**config.mk**
```make
export PLATFORM = sky130hd
export DESIGN_NAME = execute_top
export DESIGN_NICKNAME = d
export VERILOG_FILES = /design/src/source/isa_pkg.sv /design/src/source/stage_pkg.sv /design/src/source/execute_top.sv /design/src/source/execute_pipe_reg.sv /design/src/source/mul_sequencer.sv /design/src/source/branch_unit.sv /design/src/source/alu.sv
export VERILOG_INCLUDE_DIRS = /design/src /design/src/source
export SDC_FILE = /design/constraint.sdc
export NUM_CORES = 1
export LEC_CHECK = 0
export CAP_MARGIN = 15
export CELL_PAD_IN_SITES_DETAIL_PLACEMENT = 0
export CELL_PAD_IN_SITES_GLOBAL_PLACEMENT = 1
export CORE_MARGIN = 2
export CORE_UTILIZATION = 53
export CTS_CLUSTER_SIZE = 30
export DETAILED_ROUTE_END_ITERATION = 16
export DONT_BUFFER_PORTS = 1
export MAX_ROUTING_LAYER = met4
export PLACE_DENSITY_LB_ADDON = 0.1
export SETUP_SLACK_MARGIN = 0.15
export SYNTH_ARGS = -nofsm -noshare
export SYNTH_HDL_FRONTEND = slang
export SYNTH_SLANG_ARGS = --single-unit
```
**constraint.sdc**
```tcl
create_clock -name sink -period 15 [get_ports sink]
set_input_delay 0.75 -clock sink [delete_from_list [all_inputs] [get_ports sink]]
set_output_delay 0.75 -clock sink [all_outputs]
set_load 0.01 [all_outputs]
```
**src/source/core_macros.svh**
```systemverilog
// ~~~~~~~~~~~~~~~~~~~~~~~~~~~~~~~~~~~~~~~~~~~~~~~~~~~~~~~~~~~~~~~~~~~~~~~~~~~~
// Core macros
// Word width, register address width and multiplier iteration count
// shared by the ISA package and the multiplier.
// ~~~~~~~~~~~~~~~~~~~~~~~~~~~~~~~~~~~~~~~~~~~~~~~~~~~~~~~~~~~~~~~~~~~~~~~~~~~~

`ifndef CORE_MACROS_SVH
`define CORE_MACROS_SVH

// Data word width in bits.
`define XLEN 32

// Register file index width.
`define REG_ADDR_W 5

// One shift-add step per multiplier bit.
`define MUL_STEPS `XLEN

`endif
```
**src/source/isa_pkg.sv**
```systemverilog
// ~~~~~~~~~~~~~~~~~~~~~~~~~~~~~~~~~~~~~~~~~~~~~~~~~~~~~~~~~~~~~~~~~~~~~~~~~~~~
// ISA package
// Word and register index types, operation classes, branch conditions
// and ALU function codes of the integer core.
// ~~~~~~~~~~~~~~~~~~~~~~~~~~~~~~~~~~~~~~~~~~~~~~~~~~~~~~~~~~~~~~~~~~~~~~~~~~~~

`include "core_macros.svh"

package isa_pkg;

    // Operands, pc, results and targets.
    typedef logic [`XLEN-1:0] word_t;

    // Destination register index.
    typedef logic [`REG_ADDR_W-1:0] reg_addr_t;

    // Operation class of a decoded instruction.
    typedef enum logic [2:0] {
        OP_ALU,
        OP_MUL,
        OP_BRANCH,
        OP_JUMP,
        OP_LOAD,
        OP_STORE
    } op_t;

    // Branch condition comparing rs1 with rs2.
    typedef enum logic [2:0] {
        BEQ,
        BNE,
        BLT,
        BGE,
        BLTU,
        BGEU
    } br_t;

    // ALU function.
    typedef enum logic [3:0] {
        ADD,
        SUB,
        SLL,
        SLT,
        SLTU,
        XOR,
        SRL,
        SRA,
        OR,
        AND
    } alu_fn_t;

endpackage

```
**src/source/stage_pkg.sv**
```systemverilog
// ~~~~~~~~~~~~~~~~~~~~~~~~~~~~~~~~~~~~~~~~~~~~~~~~~~~~~~~~~~~~~~~~~~~~~~~~~~~~
// Stage package
// Payload records passed from decode into execute and from execute
// on to the memory stage.
// ~~~~~~~~~~~~~~~~~~~~~~~~~~~~~~~~~~~~~~~~~~~~~~~~~~~~~~~~~~~~~~~~~~~~~~~~~~~~

package stage_pkg;
    import isa_pkg::*;

    // Control part of the execute record.
    typedef struct packed {
        op_t     op;
        br_t     br;
        alu_fn_t fn;
    } ex_ctrl_t;

    // Register values plus ALU operands after immediate selection.
    typedef struct packed {
        word_t     pc;
        word_t     rs1;
        word_t     rs2;
        word_t     op1;
        word_t     op2;
        reg_addr_t rd;
    } ex_data_t;

    // Execute input record.
    typedef struct packed {
        ex_ctrl_t ctrl;
        ex_data_t data;
    } ex_t;

    // Memory stage record with rs2 as the store data.
    typedef struct packed {
        op_t       op;
        br_t       br;
        reg_addr_t rd;
        word_t     result;
        word_t     rs2;
    } mm_t;

endpackage

```
**src/source/execute_top.sv**
```systemverilog
// ~~~~~~~~~~~~~~~~~~~~~~~~~~~~~~~~~~~~~~~~~~~~~~~~~~~~~~~~~~~~~~~~~~~~~~~~~~~~
// Execute stage
// ALU, branch unit, multiplier and output register of the pipeline.
// ~~~~~~~~~~~~~~~~~~~~~~~~~~~~~~~~~~~~~~~~~~~~~~~~~~~~~~~~~~~~~~~~~~~~~~~~~~~~

`timescale 1ns/1ns

module execute_top
    import isa_pkg::*;
    import stage_pkg::*;
(
    input  logic  sink,
    input  logic  rst_n,
    input  logic  in_valid,
    output logic  in_ready,
    input  ex_t   in_data,
    output logic  out_valid,
    input  logic  out_ready,
    output mm_t   out_data,
    output logic  branch,
    output word_t target,
    output word_t bypass
);

    word_t alu_out;
    word_t mul_product;
    logic  mul_start;
    logic  mul_busy;
    logic  mul_done;

    alu u_alu (
        .fn  (in_data.ctrl.fn),
        .op1 (in_data.data.op1),
        .op2 (in_data.data.op2),
        .out (alu_out)
    );

    branch_unit u_branch_unit (
        .valid  (in_valid),
        .ex     (in_data),
        .branch (branch),
        .target (target)
    );

    mul_sequencer u_mul_sequencer (
        .sink         (sink),
        .rst_n        (rst_n),
        .start        (mul_start),
        .multiplicand (in_data.data.op1),
        .multiplier   (in_data.data.op2),
        .busy         (mul_busy),
        .done         (mul_done),
        .product      (mul_product)
    );

    execute_pipe_reg u_execute_pipe_reg (
        .sink        (sink),
        .rst_n       (rst_n),
        .in_valid    (in_valid),
        .in_ready    (in_ready),
        .in_data     (in_data),
        .alu_out     (alu_out),
        .mul_busy    (mul_busy),
        .mul_done    (mul_done),
        .mul_product (mul_product),
        .mul_start   (mul_start),
        .bypass      (bypass),
        .out_valid   (out_valid),
        .out_ready   (out_ready),
        .out_data    (out_data)
    );

endmodule

```
**src/source/execute_pipe_reg.sv**
```systemverilog
// ~~~~~~~~~~~~~~~~~~~~~~~~~~~~~~~~~~~~~~~~~~~~~~~~~~~~~~~~~~~~~~~~~~~~~~~~~~~~
// Execute pipeline register
// Selects the result, holds the memory stage record with a valid/ready
// handshake and parks multiply records until the product is ready.
// ~~~~~~~~~~~~~~~~~~~~~~~~~~~~~~~~~~~~~~~~~~~~~~~~~~~~~~~~~~~~~~~~~~~~~~~~~~~~

`timescale 1ns/1ns

module execute_pipe_reg
    import isa_pkg::*;
    import stage_pkg::*;
(
    input  logic  sink,
    input  logic  rst_n,
    input  logic  in_valid,
    output logic  in_ready,
    input  ex_t   in_data,
    input  word_t alu_out,
    input  logic  mul_busy,
    input  logic  mul_done,
    input  word_t mul_product,
    output logic  mul_start,
    output word_t bypass,
    output logic  out_valid,
    input  logic  out_ready,
    output mm_t   out_data
);

    logic  accept;
    logic  is_mul;
    logic  load_now;
    word_t result;
    mm_t   next_rec;
    mm_t   pend;

    // Stall while the output is blocked or a product is in progress.
    assign in_ready = (~out_valid | out_ready) & ~mul_busy;

    assign accept    = in_valid & in_ready;
    assign is_mul    = in_data.ctrl.op == OP_MUL;
    assign mul_start = accept & is_mul;
    assign load_now  = accept & ~is_mul;

    // Jumps write the link address.
    always_comb begin
        if (in_data.ctrl.op == OP_JUMP) begin
            result = in_data.data.pc + word_t'(4);
        end else begin
            result = alu_out;
        end
    end

    assign bypass = result;

    always_comb begin
        next_rec.op     = in_data.ctrl.op;
        next_rec.br     = in_data.ctrl.br;
        next_rec.rd     = in_data.data.rd;
        next_rec.result = result;
        next_rec.rs2    = in_data.data.rs2;
    end

    always_ff @(posedge sink) begin
        if (!rst_n) begin
            out_valid <= 1'b0;
        end else if (load_now || mul_done) begin
            out_valid <= 1'b1;
        end else if (out_ready) begin
            out_valid <= 1'b0;
        end
    end

    // Record payload with the product in place of the parked result.
    always_ff @(posedge sink) begin
        if (mul_start) begin
            pend <= next_rec;
        end
        if (load_now) begin
            out_data <= next_rec;
        end else if (mul_done) begin
            out_data        <= pend;
            out_data.result <= mul_product;
        end
    end

endmodule

```
**src/source/mul_sequencer.sv**
```systemverilog
// ~~~~~~~~~~~~~~~~~~~~~~~~~~~~~~~~~~~~~~~~~~~~~~~~~~~~~~~~~~~~~~~~~~~~~~~~~~~~
// Multiplier sequencer
// Iterative shift-add multiplier, one multiplier bit per cycle,
// giving the low word of the product.
// ~~~~~~~~~~~~~~~~~~~~~~~~~~~~~~~~~~~~~~~~~~~~~~~~~~~~~~~~~~~~~~~~~~~~~~~~~~~~

`timescale 1ns/1ns

`include "core_macros.svh"

module mul_sequencer
    import isa_pkg::*;
(
    input  logic  sink,
    input  logic  rst_n,
    input  logic  start,
    input  word_t multiplicand,
    input  word_t multiplier,
    output logic  busy,
    output logic  done,
    output word_t product
);

    localparam int CNT_W = $clog2(`MUL_STEPS);

    typedef enum logic [1:0] {
        IDLE,
        RUN,
        DONE
    } state_t;

    state_t           state;
    logic [CNT_W-1:0] count;
    word_t            acc;
    word_t            mcand;
    word_t            mplier;

    // Sequencer FSM and step counter.
    always_ff @(posedge sink) begin
        if (!rst_n) begin
            state <= IDLE;
            count <= '0;
        end else begin
            case (state)
                IDLE: begin
                    if (start) begin
                        state <= RUN;
                        count <= '0;
                    end
                end
                RUN: begin
                    count <= count + 1'b1;
                    if (count == CNT_W'(`MUL_STEPS - 1)) begin
                        state <= DONE;
                    end
                end
                DONE: begin
                    state <= IDLE;
                end
                default: begin
                    state <= IDLE;
                end
            endcase
        end
    end

    // Shift-add datapath.
    always_ff @(posedge sink) begin
        if (state == IDLE && start) begin
            acc    <= '0;
            mcand  <= multiplicand;
            mplier <= multiplier;
        end else if (state == RUN) begin
            if (mplier[0]) begin
                acc <= acc + mcand;
            end
            mcand  <= mcand << 1;
            mplier <= mplier >> 1;
        end
    end

    assign busy    = state != IDLE;
    assign done    = state == DONE;
    assign product = acc;

endmodule

```
**src/source/branch_unit.sv**
```systemverilog
// ~~~~~~~~~~~~~~~~~~~~~~~~~~~~~~~~~~~~~~~~~~~~~~~~~~~~~~~~~~~~~~~~~~~~~~~~~~~~
// Branch unit
// Compares the register values, decides taken branches and jumps,
// and computes the next fetch target.
// ~~~~~~~~~~~~~~~~~~~~~~~~~~~~~~~~~~~~~~~~~~~~~~~~~~~~~~~~~~~~~~~~~~~~~~~~~~~~

`timescale 1ns/1ns

module branch_unit
    import isa_pkg::*;
    import stage_pkg::*;
(
    input  logic  valid,
    input  ex_t   ex,
    output logic  branch,
    output word_t target
);

    logic eq;
    logic lt;
    logic ltu;
    logic taken;

    // Comparators on the register values.
    assign eq  = ex.data.rs1 == ex.data.rs2;
    assign lt  = $signed(ex.data.rs1) < $signed(ex.data.rs2);
    assign ltu = ex.data.rs1 < ex.data.rs2;

    always_comb begin
        taken = 1'b0;
        if (ex.ctrl.op == OP_JUMP) begin
            taken = 1'b1;
        end else if (ex.ctrl.op == OP_BRANCH) begin
            case (ex.ctrl.br)
                BEQ:     taken = eq;
                BNE:     taken = ~eq;
                BLT:     taken = lt;
                BGE:     taken = ~lt;
                BLTU:    taken = ltu;
                BGEU:    taken = ~ltu;
                default: taken = 1'b0;
            endcase
        end
    end

    // Only a valid record redirects fetch.
    assign branch = valid & taken;

    assign target = taken ? ex.data.op1 + ex.data.op2 : ex.data.pc + word_t'(4);

endmodule

```
**src/source/alu.sv**
```systemverilog
// ~~~~~~~~~~~~~~~~~~~~~~~~~~~~~~~~~~~~~~~~~~~~~~~~~~~~~~~~~~~~~~~~~~~~~~~~~~~~
// Integer ALU
// Combinational RV32I register and immediate functions.
// ~~~~~~~~~~~~~~~~~~~~~~~~~~~~~~~~~~~~~~~~~~~~~~~~~~~~~~~~~~~~~~~~~~~~~~~~~~~~

`timescale 1ns/1ns

module alu
    import isa_pkg::*;
(
    input  alu_fn_t fn,
    input  word_t   op1,
    input  word_t   op2,
    output word_t   out
);

    localparam int SHAMT_W = $clog2($bits(word_t));

    logic [SHAMT_W-1:0] shamt;

    // Shift amount from the low bits of op2.
    assign shamt = op2[SHAMT_W-1:0];

    always_comb begin
        case (fn)
            ADD: begin
                out = op1 + op2;
            end
            SUB: begin
                out = op1 - op2;
            end
            SLL: begin
                out = op1 << shamt;
            end
            SLT: begin
                out = word_t'($signed(op1) < $signed(op2));
            end
            SLTU: begin
                out = word_t'(op1 < op2);
            end
            XOR: begin
                out = op1 ^ op2;
            end
            SRL: begin
                out = op1 >> shamt;
            end
            // Arithmetic shift keeps the sign bit.
            SRA: begin
                out = $signed(op1) >>> shamt;
            end
            OR: begin
                out = op1 | op2;
            end
            AND: begin
                out = op1 & op2;
            end
            default: begin
                out = '0;
            end
        endcase
    end

endmodule

```
=== Yosys cells after proc, flatten, opt, wreduce, memory -nomap -nowiden ===
Index checks and enable logic that the tools add are counted.

* Output and inout port bits: 142
* Register bits after elaboration: 222
* Logic and storage cells: 97

* Order comparisons: 4
* Add/sub/neg operators: 5
* Shifts and indexed selects: 3
* Bitwise operators: 15
* Reductions and logical operators: 13
* Equality and inequality tests: 23
* Mux-type cells: 19

{| class="wikitable"
|+ Operator list
! kind !! number
|-
| 32-bit case mux with 10 select lines || 1
|-
| 32-bit 2-to-1 mux || 6
|-
| 75-bit 2-to-1 mux || 2
|-
| 32-bit less-than comparator || 4
|-
| 32-bit adder || 2
|-
| 32-bit by 3-bit adder with 32-bit output (second input constant) || 1
|-
| 32-bit bitwise AND || 1
|-
| 32-bit equality test || 1
|-
| 32-bit OR || 1
|-
| 32-bit by 5-bit left shift with 32-bit output || 1
|-
| 32-bit by 5-bit >> shifter with 32-bit output || 1
|-
| 32-bit by 5-bit >>> shifter with 32-bit output || 1
|-
| 32-bit subtractor || 1
|-
| 32-bit bitwise XOR || 1
|-
| 4-bit by 3-bit equality test with 1-bit output (second input constant) || 4
|-
| 3-bit by 2-bit equality test with 1-bit output (second input constant) || 4
|-
| 5-bit case mux with 2 select lines || 1
|-
| 2-bit nonzero test || 5
|-
| 4-bit by 2-bit equality test with 1-bit output (second input constant) || 2
|-
| 4-bit equality test (second input constant) || 2
|-
| 3-bit by 1-bit equality test with 1-bit output (second input constant) || 2
|-
| 3-bit equality test (second input constant) || 2
|-
| 1-bit NOT || 6
|-
| 1-bit case mux with 6 select lines || 1
|-
| 18 further kinds || 29
|}

=== Logic depth before layout (Yosys ltp) ===
* Depth after elaboration: 7
* Gate-level depth with buffers: 16
* Gate-level depth less buffers: 14

=== Hierarchy ===
Synthesis repeated with hierarchy kept, for this count alone.

* Cell total of the unflattened synthesis: 2800
* Area total of the unflattened synthesis: 23027.1 um2

{| class="wikitable"
|+ By module, submodules not included
! module !! area each (um2) !! instances !! sequential area each (um2) !! cells an instance
|-
| alu || 8359.3 || 1 || 0.0 || 1181
|-
| mul_sequencer || 5720.5 || 1 || 2702.6 || 658
|-
| execute_pipe_reg || 5609.1 || 1 || 3563.4 || 496
|-
| branch_unit || 3338.2 || 1 || 0.0 || 465
|}

=== Worst setup path after synthesis ===
No wires, ideal clock.

* Path type: reg2reg
* From: register u_mul_sequencer.state[1]
* To: register u_execute_pipe_reg.out_data[0] (netlist name)
* Cell stages (with the launch flop): 3
* Slack: 8.680 ns
* Path buffers: 0
* Data required time: 14.386 ns
* Data arrival time: 5.706 ns
* Cell sequence: dfxtp_1 > inv_1 > o21ai_0

* Longest elaborated chain between the ends: 6
* Elaborated cells between the ends (all ways): 7

{| class="wikitable"
|+ RTL lines
! item !! line !! RTL
|-
| start, declared || mul_sequencer.sv:32 || <nowiki>state_t state;</nowiki>
|-
| start signal, assigned || mul_sequencer.sv:41 || <nowiki>state <= IDLE;</nowiki>
|-
| start signal, assigned || mul_sequencer.sv:47 || <nowiki>state <= RUN;</nowiki>
|-
| start signal, assigned || mul_sequencer.sv:54 || <nowiki>state <= DONE;</nowiki>
|-
| 2-bit nonzero test || mul_sequencer.sv:82 || <nowiki>assign busy = state != IDLE;</nowiki>
|-
| 1-bit NOT || execute_pipe_reg.sv:37 || <nowiki>assign in_ready = (~out_valid | out_ready) & ~mul_busy;</nowiki>
|-
| 1-bit bitwise AND || execute_pipe_reg.sv:37 ||
|-
| 1-bit bitwise AND || execute_pipe_reg.sv:39 || <nowiki>assign accept = in_valid & in_ready;</nowiki>
|-
| 1-bit bitwise AND || execute_pipe_reg.sv:42 || <nowiki>assign load_now = accept & ~is_mul;</nowiki>
|-
| 2-bit nonzero test (no line) * || n/a ||
|}

Every way passes the cells marked *; elsewhere a longest branch is shown, timed or not.
A chain may end at the register's enable or synchronous reset.

=== Final worst setup path ===
* From: input port in_data[7] (netlist bit)
* To: output port bypass[25]

* Longest elaborated chain between the ends: 3
* Elaborated cells between the ends (all ways): 7

{| class="wikitable"
|+ RTL lines
! item !! line !! RTL
|-
| start, declared || execute_top.sv:16 || <nowiki>input ex_t in_data,</nowiki>
|-
| 32-bit subtractor, or another cell as far along || alu.sv:30 || <nowiki>out = op1 - op2;</nowiki>
|-
| 32-bit case mux with 10 select lines * || alu.sv:25 || <nowiki>case (fn)</nowiki>
|-
| 32-bit 2-to-1 mux * || execute_pipe_reg.sv:46 || <nowiki>if (in_data.ctrl.op == OP_JUMP) begin</nowiki>
|-
| end, declared || execute_top.sv:22 || <nowiki>output word_t bypass</nowiki>
|}

Marked as above.

==> flow_metrics.py <==
metrics = {
    "run_status": {
        "status": "completed",
    },
    "min_path": {
        "worstHoldPathType": "input pin to register",
    },
    "clocking": {
        "cts_resized": 0,
        "cts_setup_buffers": 0,
        "cts_root_buf": "clkbuf_16",
        "clk_latency_ns": 0.56,
        "clockBufferDepth": 3,
        "hold_buffers": 0,
        "clkSlewWorstSetupHoldPaths_ns": 0.06,
        "cts_made_buffers": 26,
        "h-tree-depth": 1,
        "cts_sinks": 222,
        "cts_tree": "yes",
    },
    "route": {
        "drtPass1Iterations": 6,
        "routed_via_density": 6.894,
        "wl_um": 89660,
        "wl_met3_um": 8339,
        "drc": 0,
        "ant_nets": 0,
        "met1_length_um": 33650,
        "dr_total_vias": 20420,
        "dr_wl_met2_um": 40770,
        "first_iter_violations": 2425,
        "wl_per_cell_um": 30.27,
        "dr.max_layer_used": "met4",
    },
    "synthesis": {
        "ys_seq_area_share_pct": 29.44,
        "synth_cell_type_count": 94,
        "synth-edff-count": 182,
        "synth_top_area_share_pct": 25.68,
        "synth_ff_type": "edfxtp_1",
        "async_flop_share_pct": 0,
        "synth_cells": 2523,
        "avgSynthCellArea_um2": 8.436,
        "synth_warnings": 0,
        "ys_ff_latch": 222,
        "syn_area_um2": 21280,
        "synth_nets": 2871,
        "ys_top_cells_by_area": "edfxtp_1 26%, ha_1 9.8%, nand2_1 5.5%",
        "synth_top_cell_by_area": "edfxtp_1",
    },
    "global_route": {
        "grt_antenna_before_repair": 3,
        "grt_overflow": 0,
        "first_global_vias": 19620,
        "grt_max_degree": 93,
        "grt_usage_pct": 42.94,
        "grt_pass1_wl_um": 129200,
    },
    "sta": {
        "tns_ns": 0,
        "fin_skew_ns": 0.01244,
        "hold_viol_final": 0,
        "tightest_slew_ns": 1.202,
        "period_needed_ns": 5.374,
        "relSlewSlack_pct": 17.80,
        "setup_violations": 0,
        "timing.final.max_slew_violations": 0,
        "timing.fmax_mhz": 186.1,
        "whs_ns": 0.2875,
        "rsz0062_at_grt": "false",
        "fin_crit_sh_pct": 35.82,
    },
    "placement": {
        "portBuffers": 0,
        "place_congestion": 1.038,
        "dp_hpwl_um": 68280,
        "dp.cells": 2912,
    },
    "setup_path": {
        "crit_arrival_ns": 4.62,
        "required_ns": 14.25,
        "cp-end-kind": "primary output",
        "max_stage_delay_ns": 0.66,
        "worstSetupPathType": "input pin to primary output",
        "worstSetupStartpointType": "input pin",
        "crit_path_max_fanout": 57,
        "crit_chain": "inv_2 > buf_4 > ha_1 > o21ai_0 > nor2_1 > o2111ai_1 > a21o_1 > a31oi_1 > nor3_1 > a2111oi_0 > nor4_1 > o22ai_1",
        "crit_path_top_delay_cell": "a31oi_1",
    },
    "final_layout": {
        "final_cell_mix": "311 x nand2_1, 230 x o21ai_0, 206 x nor2_1, 183 x a21oi_1, 182 x edfxtp_1",
        "mostFrequentLayoutCell": "nand2_1",
        "drive_gt1_share_pct": 8.296,
        "finalNonFillerCells": 2962,
        "area.growth.synth_to_final_pct": 5.191,
        "final_nets": 2763,
    },
    "floorplan": {
        "fp.dieH_um": 204.4,
        "die_w_um": 204.4,
        "core_um2": 39640,
        "dieArea_um2": 41780,
        "floorplan.initialDensity_pct": 53.69,
        "pin_count": 321,
        "rows": 73,
    },
    "pwr": {
        "pwr_density_cell_nw_per_um2": 99.20,
        "leakage_nw": 9.048,
        "peakVddDrop_mv": 0.08036,
    },
    "job": {
        "max-cap-violations": 0,
    },
}
## critical path: cells and delay by family
kind	cells	cell delay, ns
AOI/OAI and AO/OA	6	2.29
adders and majority gates	1	0.45
buffers and inverters	2	0.56
and+or+nand+nor	3	0.52
## final timing paths
path | start | to | slack (ns) | depth (start not counted)
max | in_data[7] | bypass[25] | 9.63 | 12
min | in_data[96] | u_execute_pipe_reg.pend[27]$_DFFE_PP_ | 0.29 | 0
max reg2reg | u_mul_sequencer.mcand[0]$_SDFFCE_PN0P_ | u_mul_sequencer.product[30]$_SDFFE_PP0P_ | 11.15 | 13
min reg2reg | u_mul_sequencer.product[9]$_SDFFE_PP0P_ | u_mul_sequencer.product[9]$_SDFFE_PP0P_ | 0.47 | 2
## layer usage
layer | track usage [%] | up-vias
met3 | 8.450 | 296
li1 | - | 9050
met2 | 67.52 | 1257
met5 | - | -
met1 | 49.89 | 9816
met4 | 28.65 | 0
## flip-flops by register name, summed over array words and instances, names as in the netlist
signal,count
u_mul_sequencer.mcand,32
u_execute_pipe_reg.out_data,75
u_execute_pipe_reg.out_valid,1
u_execute_pipe_reg.pend,43
u_mul_sequencer.mplier,32
u_mul_sequencer.product,32
u_mul_sequencer.state,2
u_mul_sequencer.count,5
## synth_stat cells, drive strengths merged (34+ instances only)
cell / number
inv: 146
nor3: 54
a21oi: 184
nand3: 55
edfxtp: 182
xnor2: 59
xor2: 38
o21ai: 239
a31oi: 35
nor2: 207
dfxtp: 40
nand2: 314
mux4: 43
buf: 58
mux2i: 87
mux2: 44
ha: 166
clkbuf: 105
a211oi: 34
## cells by family after synthesis
| family | Yosys count | synth area share [%] |
|---|---|---|
| and+or+nand+nor | 784 | 16.49 |
| AOI/OAI and AO/OA | 767 | 23.15 |
| buffers and inverters | 310 | 5.896 |
| DFF | 222 | 29.44 |
| muxes | 174 | 10.99 |
| adders and majority gates | 169 | 10.04 |
| xor gates and xnor gates | 97 | 3.992 |
## power breakdown
group / total (mW) / internal (mW) / switching, mW / leakage [nW]
clock network: 0.660 / 0.385 / 0.276 / 0.445
logic: 0.766 / 0.289 / 0.478 / 6.56
registers: 0.794 / 0.741 / 0.0531 / 2.04
## stage by stage
step                util, %  setup slack, ns  power, mW  area [µm²]
finish                56.48            9.626      2.221       22390
floorplan                 -            8.680      1.360       21280
global placement      54.21            9.780      1.529       21490
global route          56.48            9.368      2.312       22390
detailed placement    54.21            9.749      1.548       21490
CTS                   56.46            9.726      2.203       22380
## layout make-up
cell class / count / area (µm²)
Antenna cell: 2 / 5.005
Clock buffer: 36 / 780.7
Clock inverter: 12 / 113.9
Fill cell: 3595 / 17250
Inverter: 147 / 551.8
Multi-Input combinational cell: 1991 / 13810
Sequential cell: 222 / 6266
Tap cell: 525 / 656.9
Timing Repair Buffer: 27 / 202.7
Note: power is estimated with default switching activity, not from simulation.
